File: config.mk
export PLATFORM = sky130hd
export DESIGN_NAME = pipe_core
export DESIGN_NICKNAME = d
export VERILOG_FILES = /design/src/logic/cpu_pkg.sv /design/src/logic/inst_decoder.sv /design/src/logic/reg_file.sv /design/src/logic/forward_unit.sv /design/src/logic/alu.sv /design/src/logic/pipe_core.sv
export SDC_FILE = /design/constraint.sdc
export NUM_CORES = 2
export LEC_CHECK = 0
export BUFFER_PORTS_ARGS = -buffer_cell sky130_fd_sc_hd__buf_2
export CAP_MARGIN = 25
export CORE_UTILIZATION = 40
export CTS_CLUSTER_SIZE = 30
export DETAILED_ROUTE_END_ITERATION = 12
export SLEW_MARGIN = 40
export SYNTH_ARGS = -nofsm -noshare
export SYNTH_HDL_FRONTEND = slang
export SYNTH_SLANG_ARGS = --single-unit
File: constraint.sdc
create_clock -name clk -period 11.8 [get_ports clk]
set_input_delay 0 -clock clk [delete_from_list [all_inputs] [get_ports clk]]
set_output_delay 0 -clock clk [all_outputs]
set_load 0.1 [all_outputs]
File: src/logic/cpu_pkg.sv
package cpu_pkg;

    localparam int XLEN       = 32;
    localparam int REG_ADDR_W = 5;

    // first fetch address after reset
    localparam logic [XLEN-1:0] RESET_PC = 32'h1c00_0000;

    // 3R group, inst[31:15]
    localparam logic [16:0] OP_ADD_W   = 17'h00020;
    localparam logic [16:0] OP_SUB_W   = 17'h00022;
    localparam logic [16:0] OP_SLT     = 17'h00024;
    localparam logic [16:0] OP_SLTU    = 17'h00025;
    localparam logic [16:0] OP_AND     = 17'h00029;
    localparam logic [16:0] OP_OR      = 17'h0002a;
    localparam logic [16:0] OP_XOR     = 17'h0002b;

    // 2RI12 group, inst[31:22]
    localparam logic [9:0]  OP_SLTI    = 10'h008;
    localparam logic [9:0]  OP_SLTUI   = 10'h009;
    localparam logic [9:0]  OP_ADDI_W  = 10'h00a;
    localparam logic [9:0]  OP_ANDI    = 10'h00d;
    localparam logic [9:0]  OP_ORI     = 10'h00e;
    localparam logic [9:0]  OP_XORI    = 10'h00f;

    // 1RI20, inst[31:25]
    localparam logic [6:0]  OP_LU12I_W = 7'h0a;

    localparam int ALU_OP_W = 4;

    localparam logic [ALU_OP_W-1:0] ALU_ADD  = 4'd0;
    localparam logic [ALU_OP_W-1:0] ALU_SUB  = 4'd1;
    localparam logic [ALU_OP_W-1:0] ALU_SLT  = 4'd2;
    localparam logic [ALU_OP_W-1:0] ALU_SLTU = 4'd3;
    localparam logic [ALU_OP_W-1:0] ALU_AND  = 4'd4;
    localparam logic [ALU_OP_W-1:0] ALU_OR   = 4'd5;
    localparam logic [ALU_OP_W-1:0] ALU_XOR  = 4'd6;
    localparam logic [ALU_OP_W-1:0] ALU_LUI  = 4'd7; // passes operand b

    // one instruction word, three field layouts
    typedef union packed {
        struct packed {
            logic [16:0] opcode;
            logic [4:0]  rk;
            logic [4:0]  rj;
            logic [4:0]  rd;
        } r3;
        struct packed {
            logic [9:0]  opcode;
            logic [11:0] imm;
            logic [4:0]  rj;
            logic [4:0]  rd;
        } ri12;
        struct packed {
            logic [6:0]  opcode;
            logic [19:0] imm;
            logic [4:0]  rd;
        } ri20;
    } inst_word_u;

endpackage

File: src/logic/inst_decoder.sv
module inst_decoder (
    input  cpu_pkg::inst_word_u                inst_i,
    output logic [cpu_pkg::REG_ADDR_W-1:0]     rj_o,
    output logic [cpu_pkg::REG_ADDR_W-1:0]     rk_o,
    output logic [cpu_pkg::REG_ADDR_W-1:0]     rd_o,
    output logic [cpu_pkg::XLEN-1:0]           imm_o,
    output logic                               use_imm_o,
    output logic [cpu_pkg::ALU_OP_W-1:0]       alu_op_o,
    output logic                               reg_write_o
);

    logic        known;
    logic [11:0] imm12;

    // register fields sit at the same bits in every layout
    assign rd_o  = inst_i.r3.rd;
    assign rj_o  = inst_i.r3.rj;
    assign rk_o  = inst_i.r3.rk;
    assign imm12 = inst_i.ri12.imm;

    always_comb
    begin
        known     = 1'b0;
        use_imm_o = 1'b0;
        alu_op_o  = cpu_pkg::ALU_ADD;
        imm_o     = '0;

        case (inst_i.r3.opcode)
            cpu_pkg::OP_ADD_W: begin known = 1'b1; alu_op_o = cpu_pkg::ALU_ADD;  end
            cpu_pkg::OP_SUB_W: begin known = 1'b1; alu_op_o = cpu_pkg::ALU_SUB;  end
            cpu_pkg::OP_SLT:   begin known = 1'b1; alu_op_o = cpu_pkg::ALU_SLT;  end
            cpu_pkg::OP_SLTU:  begin known = 1'b1; alu_op_o = cpu_pkg::ALU_SLTU; end
            cpu_pkg::OP_AND:   begin known = 1'b1; alu_op_o = cpu_pkg::ALU_AND;  end
            cpu_pkg::OP_OR:    begin known = 1'b1; alu_op_o = cpu_pkg::ALU_OR;   end
            cpu_pkg::OP_XOR:   begin known = 1'b1; alu_op_o = cpu_pkg::ALU_XOR;  end
            default: ;
        endcase

        // si12 forms
        case (inst_i.ri12.opcode)
            cpu_pkg::OP_ADDI_W: alu_op_o = cpu_pkg::ALU_ADD;
            cpu_pkg::OP_SLTI:   alu_op_o = cpu_pkg::ALU_SLT;
            cpu_pkg::OP_SLTUI:  alu_op_o = cpu_pkg::ALU_SLTU;
            default: ;
        endcase
        if (inst_i.ri12.opcode == cpu_pkg::OP_ADDI_W ||
            inst_i.ri12.opcode == cpu_pkg::OP_SLTI   ||
            inst_i.ri12.opcode == cpu_pkg::OP_SLTUI)
        begin
            known     = 1'b1;
            use_imm_o = 1'b1;
            imm_o     = {{(cpu_pkg::XLEN-12){imm12[11]}}, imm12};
        end

        // ui12 forms, zero extended
        case (inst_i.ri12.opcode)
            cpu_pkg::OP_ANDI: begin known = 1'b1; alu_op_o = cpu_pkg::ALU_AND; end
            cpu_pkg::OP_ORI:  begin known = 1'b1; alu_op_o = cpu_pkg::ALU_OR;  end
            cpu_pkg::OP_XORI: begin known = 1'b1; alu_op_o = cpu_pkg::ALU_XOR; end
            default: ;
        endcase
        if (inst_i.ri12.opcode == cpu_pkg::OP_ANDI ||
            inst_i.ri12.opcode == cpu_pkg::OP_ORI  ||
            inst_i.ri12.opcode == cpu_pkg::OP_XORI)
        begin
            use_imm_o = 1'b1;
            imm_o     = {{(cpu_pkg::XLEN-12){1'b0}}, imm12};
        end

        if (inst_i.ri20.opcode == cpu_pkg::OP_LU12I_W)
        begin
            known     = 1'b1;
            use_imm_o = 1'b1;
            alu_op_o  = cpu_pkg::ALU_LUI;
            imm_o     = {inst_i.ri20.imm, 12'b0}; // si20 into bits 31:12
        end
    end

    // unknown words and rd of r0 never write
    assign reg_write_o = known && (rd_o != '0);

endmodule

File: src/logic/reg_file.sv
module reg_file (
    input  logic                           clk,
    input  logic                           reset,
    input  logic [cpu_pkg::REG_ADDR_W-1:0] raddr1_i,
    input  logic [cpu_pkg::REG_ADDR_W-1:0] raddr2_i,
    output logic [cpu_pkg::XLEN-1:0]       rdata1_o,
    output logic [cpu_pkg::XLEN-1:0]       rdata2_o,
    input  logic                           we_i,
    input  logic [cpu_pkg::REG_ADDR_W-1:0] waddr_i,
    input  logic [cpu_pkg::XLEN-1:0]       wdata_i
);

    logic [cpu_pkg::XLEN-1:0] regs [1:31]; // r0 has no storage

    always_ff @(posedge clk)
    begin
        if (!reset)
        begin
            for (int i = 1; i < 32; i++)
                regs[i] <= '0;
        end
        else if (we_i && waddr_i != '0)
        begin
            regs[waddr_i] <= wdata_i;
        end
    end

    // same-cycle write is seen by the reader
    assign rdata1_o = (raddr1_i == '0)                   ? '0      :
                      (we_i && waddr_i == raddr1_i)      ? wdata_i :
                                                           regs[raddr1_i];
    assign rdata2_o = (raddr2_i == '0)                   ? '0      :
                      (we_i && waddr_i == raddr2_i)      ? wdata_i :
                                                           regs[raddr2_i];

endmodule

File: src/logic/forward_unit.sv
module forward_unit (
    input  logic [cpu_pkg::REG_ADDR_W-1:0] ex_rj_i,
    input  logic [cpu_pkg::REG_ADDR_W-1:0] ex_rk_i,
    input  logic [cpu_pkg::XLEN-1:0]       ex_rj_data_i,
    input  logic [cpu_pkg::XLEN-1:0]       ex_rk_data_i,
    input  logic                           wb_we_i,
    input  logic [cpu_pkg::REG_ADDR_W-1:0] wb_rd_i,
    input  logic [cpu_pkg::XLEN-1:0]       wb_data_i,
    output logic [cpu_pkg::XLEN-1:0]       opnd_a_o,
    output logic [cpu_pkg::XLEN-1:0]       opnd_b_o
);

    // one source: r0, then writeback hit, then the copy from decode
    function automatic logic [cpu_pkg::XLEN-1:0] pick (
        input logic [cpu_pkg::REG_ADDR_W-1:0] addr,
        input logic [cpu_pkg::XLEN-1:0]       stored
    );
        if (addr == '0)
            return '0;
        else if (wb_we_i && wb_rd_i == addr)
            return wb_data_i;
        else
            return stored;
    endfunction

    assign opnd_a_o = pick(ex_rj_i, ex_rj_data_i);
    assign opnd_b_o = pick(ex_rk_i, ex_rk_data_i);

endmodule

File: src/logic/alu.sv
module alu (
    input  logic [cpu_pkg::ALU_OP_W-1:0] alu_op_i,
    input  logic [cpu_pkg::XLEN-1:0]     a_i,
    input  logic [cpu_pkg::XLEN-1:0]     b_i,
    output logic [cpu_pkg::XLEN-1:0]     result_o
);

    logic lt_signed;
    logic lt_unsigned;

    assign lt_signed   = $signed(a_i) < $signed(b_i);
    assign lt_unsigned = a_i < b_i;

    always_comb
    begin
        case (alu_op_i)
            cpu_pkg::ALU_ADD:  result_o = a_i + b_i;
            cpu_pkg::ALU_SUB:  result_o = a_i - b_i;
            cpu_pkg::ALU_SLT:  result_o = {{(cpu_pkg::XLEN-1){1'b0}}, lt_signed};
            cpu_pkg::ALU_SLTU: result_o = {{(cpu_pkg::XLEN-1){1'b0}}, lt_unsigned};
            cpu_pkg::ALU_AND:  result_o = a_i & b_i;
            cpu_pkg::ALU_OR:   result_o = a_i | b_i;
            cpu_pkg::ALU_XOR:  result_o = a_i ^ b_i;
            cpu_pkg::ALU_LUI:  result_o = b_i; // immediate already shifted
            default:           result_o = '0;
        endcase
    end

endmodule

File: src/logic/pipe_core.sv
module pipe_core (
    input  logic                           clk,
    input  logic                           reset,
    input  logic [cpu_pkg::XLEN-1:0]       inst_i,
    input  logic                           inst_valid_i,
    output logic                           wb_valid_o,
    output logic [cpu_pkg::XLEN-1:0]       wb_pc_o,
    output logic                           wb_rf_we_o,
    output logic [cpu_pkg::REG_ADDR_W-1:0] wb_rf_wnum_o,
    output logic [cpu_pkg::XLEN-1:0]       wb_rf_wdata_o
);

    logic [cpu_pkg::XLEN-1:0]       pc;

    // fetch/decode
    logic                           fd_valid;
    cpu_pkg::inst_word_u            fd_inst;
    logic [cpu_pkg::XLEN-1:0]       fd_pc;

    logic [cpu_pkg::REG_ADDR_W-1:0] dec_rj, dec_rk, dec_rd;
    logic [cpu_pkg::XLEN-1:0]       dec_imm;
    logic                           dec_use_imm;
    logic [cpu_pkg::ALU_OP_W-1:0]   dec_alu_op;
    logic                           dec_we;
    logic [cpu_pkg::XLEN-1:0]       rf_rdata1, rf_rdata2;

    // decode/execute
    logic                           de_valid;
    logic                           de_we;
    logic [cpu_pkg::XLEN-1:0]       de_pc;
    logic [cpu_pkg::REG_ADDR_W-1:0] de_rj, de_rk, de_rd;
    logic [cpu_pkg::XLEN-1:0]       de_imm;
    logic                           de_use_imm;
    logic [cpu_pkg::ALU_OP_W-1:0]   de_alu_op;
    logic [cpu_pkg::XLEN-1:0]       de_rj_data, de_rk_data;

    logic [cpu_pkg::XLEN-1:0]       opnd_a, opnd_b, alu_b, alu_result;

    // execute/writeback
    logic                           ew_valid;
    logic                           ew_we;
    logic [cpu_pkg::XLEN-1:0]       ew_pc;
    logic [cpu_pkg::REG_ADDR_W-1:0] ew_rd;
    logic [cpu_pkg::XLEN-1:0]       ew_result;

    always_ff @(posedge clk)
    begin
        if (!reset)
        begin
            pc       <= cpu_pkg::RESET_PC;
            fd_valid <= 1'b0;
            de_valid <= 1'b0;
            de_we    <= 1'b0;
            ew_valid <= 1'b0;
            ew_we    <= 1'b0;
        end
        else
        begin
            if (inst_valid_i)
                pc <= pc + 32'd4;
            fd_valid <= inst_valid_i;
            de_valid <= fd_valid;
            de_we    <= fd_valid && dec_we; // bubbles never write
            ew_valid <= de_valid;
            ew_we    <= de_we;
        end
    end

    // payload only, qualified by the valid bits above
    always_ff @(posedge clk)
    begin
        fd_inst    <= inst_i;
        fd_pc      <= pc;
        de_pc      <= fd_pc;
        de_rj      <= dec_rj;
        de_rk      <= dec_rk;
        de_rd      <= dec_rd;
        de_imm     <= dec_imm;
        de_use_imm <= dec_use_imm;
        de_alu_op  <= dec_alu_op;
        de_rj_data <= rf_rdata1;
        de_rk_data <= rf_rdata2;
        ew_pc      <= de_pc;
        ew_rd      <= de_rd;
        ew_result  <= alu_result;
    end

    inst_decoder u_decoder (
        .inst_i      (fd_inst),
        .rj_o        (dec_rj),
        .rk_o        (dec_rk),
        .rd_o        (dec_rd),
        .imm_o       (dec_imm),
        .use_imm_o   (dec_use_imm),
        .alu_op_o    (dec_alu_op),
        .reg_write_o (dec_we)
    );

    reg_file u_reg_file (
        .clk      (clk),
        .reset    (reset),
        .raddr1_i (dec_rj),
        .raddr2_i (dec_rk),
        .rdata1_o (rf_rdata1),
        .rdata2_o (rf_rdata2),
        .we_i     (ew_we),
        .waddr_i  (ew_rd),
        .wdata_i  (ew_result)
    );

    forward_unit u_forward (
        .ex_rj_i      (de_rj),
        .ex_rk_i      (de_rk),
        .ex_rj_data_i (de_rj_data),
        .ex_rk_data_i (de_rk_data),
        .wb_we_i      (ew_we),
        .wb_rd_i      (ew_rd),
        .wb_data_i    (ew_result),
        .opnd_a_o     (opnd_a),
        .opnd_b_o     (opnd_b)
    );

    assign alu_b = de_use_imm ? de_imm : opnd_b;

    alu u_alu (
        .alu_op_i (de_alu_op),
        .a_i      (opnd_a),
        .b_i      (alu_b),
        .result_o (alu_result)
    );

    // trace port
    assign wb_valid_o    = ew_valid;
    assign wb_pc_o       = ew_pc;
    assign wb_rf_we_o    = ew_we;
    assign wb_rf_wnum_o  = ew_rd;
    assign wb_rf_wdata_o = ew_result;

endmodule

==> run summary <==
outcome - finished, final reports clean
Post-Syn Area - 0.06918 mm2
clock power share - 0.361
slew margin rel. - 0.4134
Synth area leader - edfxtp_1
Routed Antenna Nets - 0
VDD IR max - 0.0001098 V
Setup Skew - 0.04321 ns
WP data arrival - 6.30 ns
Synthesis Warnings - 0
initial antenna violation count - 12
die area - 0.1746 mm2
FMAX - 177.0 MHz
Synth top cells by count - and2_1 (1,033), edfxtp_1 (1,024), mux4_2 (615)
IO buf count - 103
Max Slew Vio Count - 0
metal2 WL - 107,100 um
EDFF count, synth - 1,024
Site Rows - 152
register area - 0.03697 mm2
clock period minus worst slack - 5.649 ns
first-pass GRT wire length - 319,500 um
Total GRT Usage - 0.2546
Num CTS Buffers - 152
PwrDens - 164.0 mW/mm2
register area share after synthesis - 0.5339
DR vias/cell - 5.923
pin slew with the least headroom to its limit - 0.8773 ns
Hold Crit Class - input port to register
fillers - 15,030
sw frac - 0.3208
Synth Flop Type - edfxtp_1
metal3 WL - 20,360 um
Die X - 417.9 um
die height - 417.9 um
Mapped Avg Cell Area - 13.94 um2
crit end category - register
Final Wtd Congestion - 0.8981
Gates resized, CTS repair - 0
Syn Inst Count - 4,961
TNS Setup - 0 ns
distinct cell type count after synthesis - 91
top sig layer - met5
Pre-Repair DR Iteration Count - 6
Routed WL per cell - 29.85 um
Clock transition at path regs - 0.06 ns
total clock sinks - 1,333
layout cell share with drive strength beyond 1 - 0.2352
fin area - 0.07833 mm2
NetSw - 0.004121 W
P&R area growth vs syn - 13.23%
wire length on met1 - 88,140 um
Area contributors post-synth - edfxtp_1 (44%), mux4_2 (20%), and2_1 (9.3%)
largest net degree at the start of global routing - 77
fin nets - 5,155
Synth top area share - 0.4445
Sequential Power Share - 0.424
DP HPWL - 131,700 um
Placed Cells - 7,101
multi-input gate area in the final layout - 0.03063 mm2
unrepaired setup endpoints after global routing - no
# IOs - 106
Max Root-Sink Buffers - 3
top-count cell post-synth - and2_1
max cap viols - 0
DP Area - 0.07283 mm2
CP max FO - 32
Util after Layout - 0.4561
vias in the first global route - 44,800
GRT overflow - 0
H-Tree Depth - 4
critical path class - register to register
Final Non-Filler Cells - 7,450
leakage dissipation - 28.75 nW
hold_ws - 0.1328 ns
CTS Root Cell - clkbuf_16
worst skew pair latency - 0.80 ns
Hold Vio Cnt, Final - 0
combinational share of power - 0.215
Worst Setup Start Kind - register
post-route clock period utilization - 0.4787
internal power - 0.008724 W
DR DRC count - 0
Setup violations, final - 0
DRT iter0 DRCs - 5,141
CTS tree - built
Worst Path Required - 12.46 ns
routed via count - 44,130
post-synthesis register bit count - 1,333
Initial Utilization - 0.4028
core area - 0.1717 mm2
Async SR Flop Fraction - 0
drt total wl - 222,400 um
[cells by family after synthesis]
kind of cell             share of synthesized area
multiplexers                                0.2273
flip-flops                                  0.5339
buffers and inverters                      0.03425
other                                   0.00005421
AO/OA/AOI/OAI                              0.04990
AND/OR/NAND/NOR                             0.1262
adder cells (fa/ha/maj)                    0.01975
XOR/XNOR                                  0.008718
[placed cells by master, fill, tap and decap left out, types with 102 or more instances in the layout]
| master | synthesis | layout |
|---|---|---|
| nor2_1 | 208 | 174 |
| edfxtp_1 | 1024 | 1024 |
| mux4_2 | 615 | 615 |
| o21ai_0 | 146 | 115 |
| buf_4 | 6 | 145 |
| mux2i_1 | 187 | 187 |
| clkbuf_16 | 0 | 154 |
| a21oi_1 | 126 | 126 |
| and2_1 | 1033 | 1033 |
| dfxtp_1 | 309 | 298 |
| inv_1 | 126 | 126 |
| buf_2 | 69 | 102 |
| ha_1 | 106 | 106 |
[area by class of cell]
class	count	area share
well taps	2310	0.03690
inverters	130	0.006230
flip-flops and latches	1333	0.4720
clock inverters	78	0.009408
clock buffers	196	0.05198
diodes	8	0.0002556
repair buffers	328	0.03222
multi-input cells	3067	0.3910
[repair_timing]
action                    in CTS  in global routing
hold endpoints to repair      65                  0
setup buffers                  0                  0
hold buffers                  66                  0
[path summary, 6_finish.rpt]
check                   from           endpoint  slack (ns)  cells after the start
max reg2reg  wb_rf_wnum_o[2]  wb_rf_wdata_o[28]        6.15                     18
min reg2reg        de_pc[27]        wb_pc_o[27]        0.32                      0
max          wb_rf_wnum_o[2]  wb_rf_wdata_o[28]        6.15                     18
min             inst_valid_i           fd_valid        0.13                      3
[worst max-delay path, cell delays in order (launching register included)]
cell       delay, ns
dfxtp_1         0.61
xor2_1          0.14
nor4_1          0.41
and3_2          0.25
buf_4           0.51
mux2i_1         0.16
nor2_1          0.15
ha_1            0.21
inv_1           0.08
fa_1            0.45
and2b_1         0.23
o21ai_1         0.10
a21oi_2         0.24
o2111ai_1       0.31
and2_1          0.27
o41ai_1         0.60
o221ai_1        0.26
a21o_1          0.20
a32o_1          0.24
[per-stage QoR]
step / total power (W) / setup WS, ns
global route: 0.01326 / 5.907
floorplan: 0.007323 / 6.624
CTS: 0.01288 / 6.306
global placement: 0.008234 / 6.385
detailed placement: 0.008255 / 6.380
finish: 0.01285 / 6.151
[sequential cells by signal, summed over array words and instances, names as in the netlist, 3 cells and up]
register	count
de_pc	30
de_imm	32
fd_pc	30
u_reg_file.regs	1024
de_rj	5
de_rd	5
de_rk	5
fd_inst	32
de_rj_data	32
de_rk_data	32
wb_pc_o	30
wb_rf_wnum_o	5
wb_rf_wdata_o	32
de_alu_op	3
pc	30
[power groups by stage]
stage / Clock, W / Sequential, W / Combinational (W)
finish: 0.00463 / 0.00544 / 0.00277
global route: 0.00488 / 0.00547 / 0.00291
CTS: 0.00470 / 0.00544 / 0.00274
detailed placement: 0 / 0.00554 / 0.00272
global placement: 0 / 0.00554 / 0.00269
floorplan: 0 / 0.00596 / 0.00137
[routing by layer]
| layer | GRT usage | vias up |
|---|---|---|
| li1 | - | 18680 |
| met1 | 0.3344 | 22980 |
| met2 | 0.4182 | 2055 |
| met3 | 0.05643 | 402 |
| met4 | 0.08232 | 2 |
| met5 | 0 | - |
No activity file was read; power rests on OpenSTA's default activity.
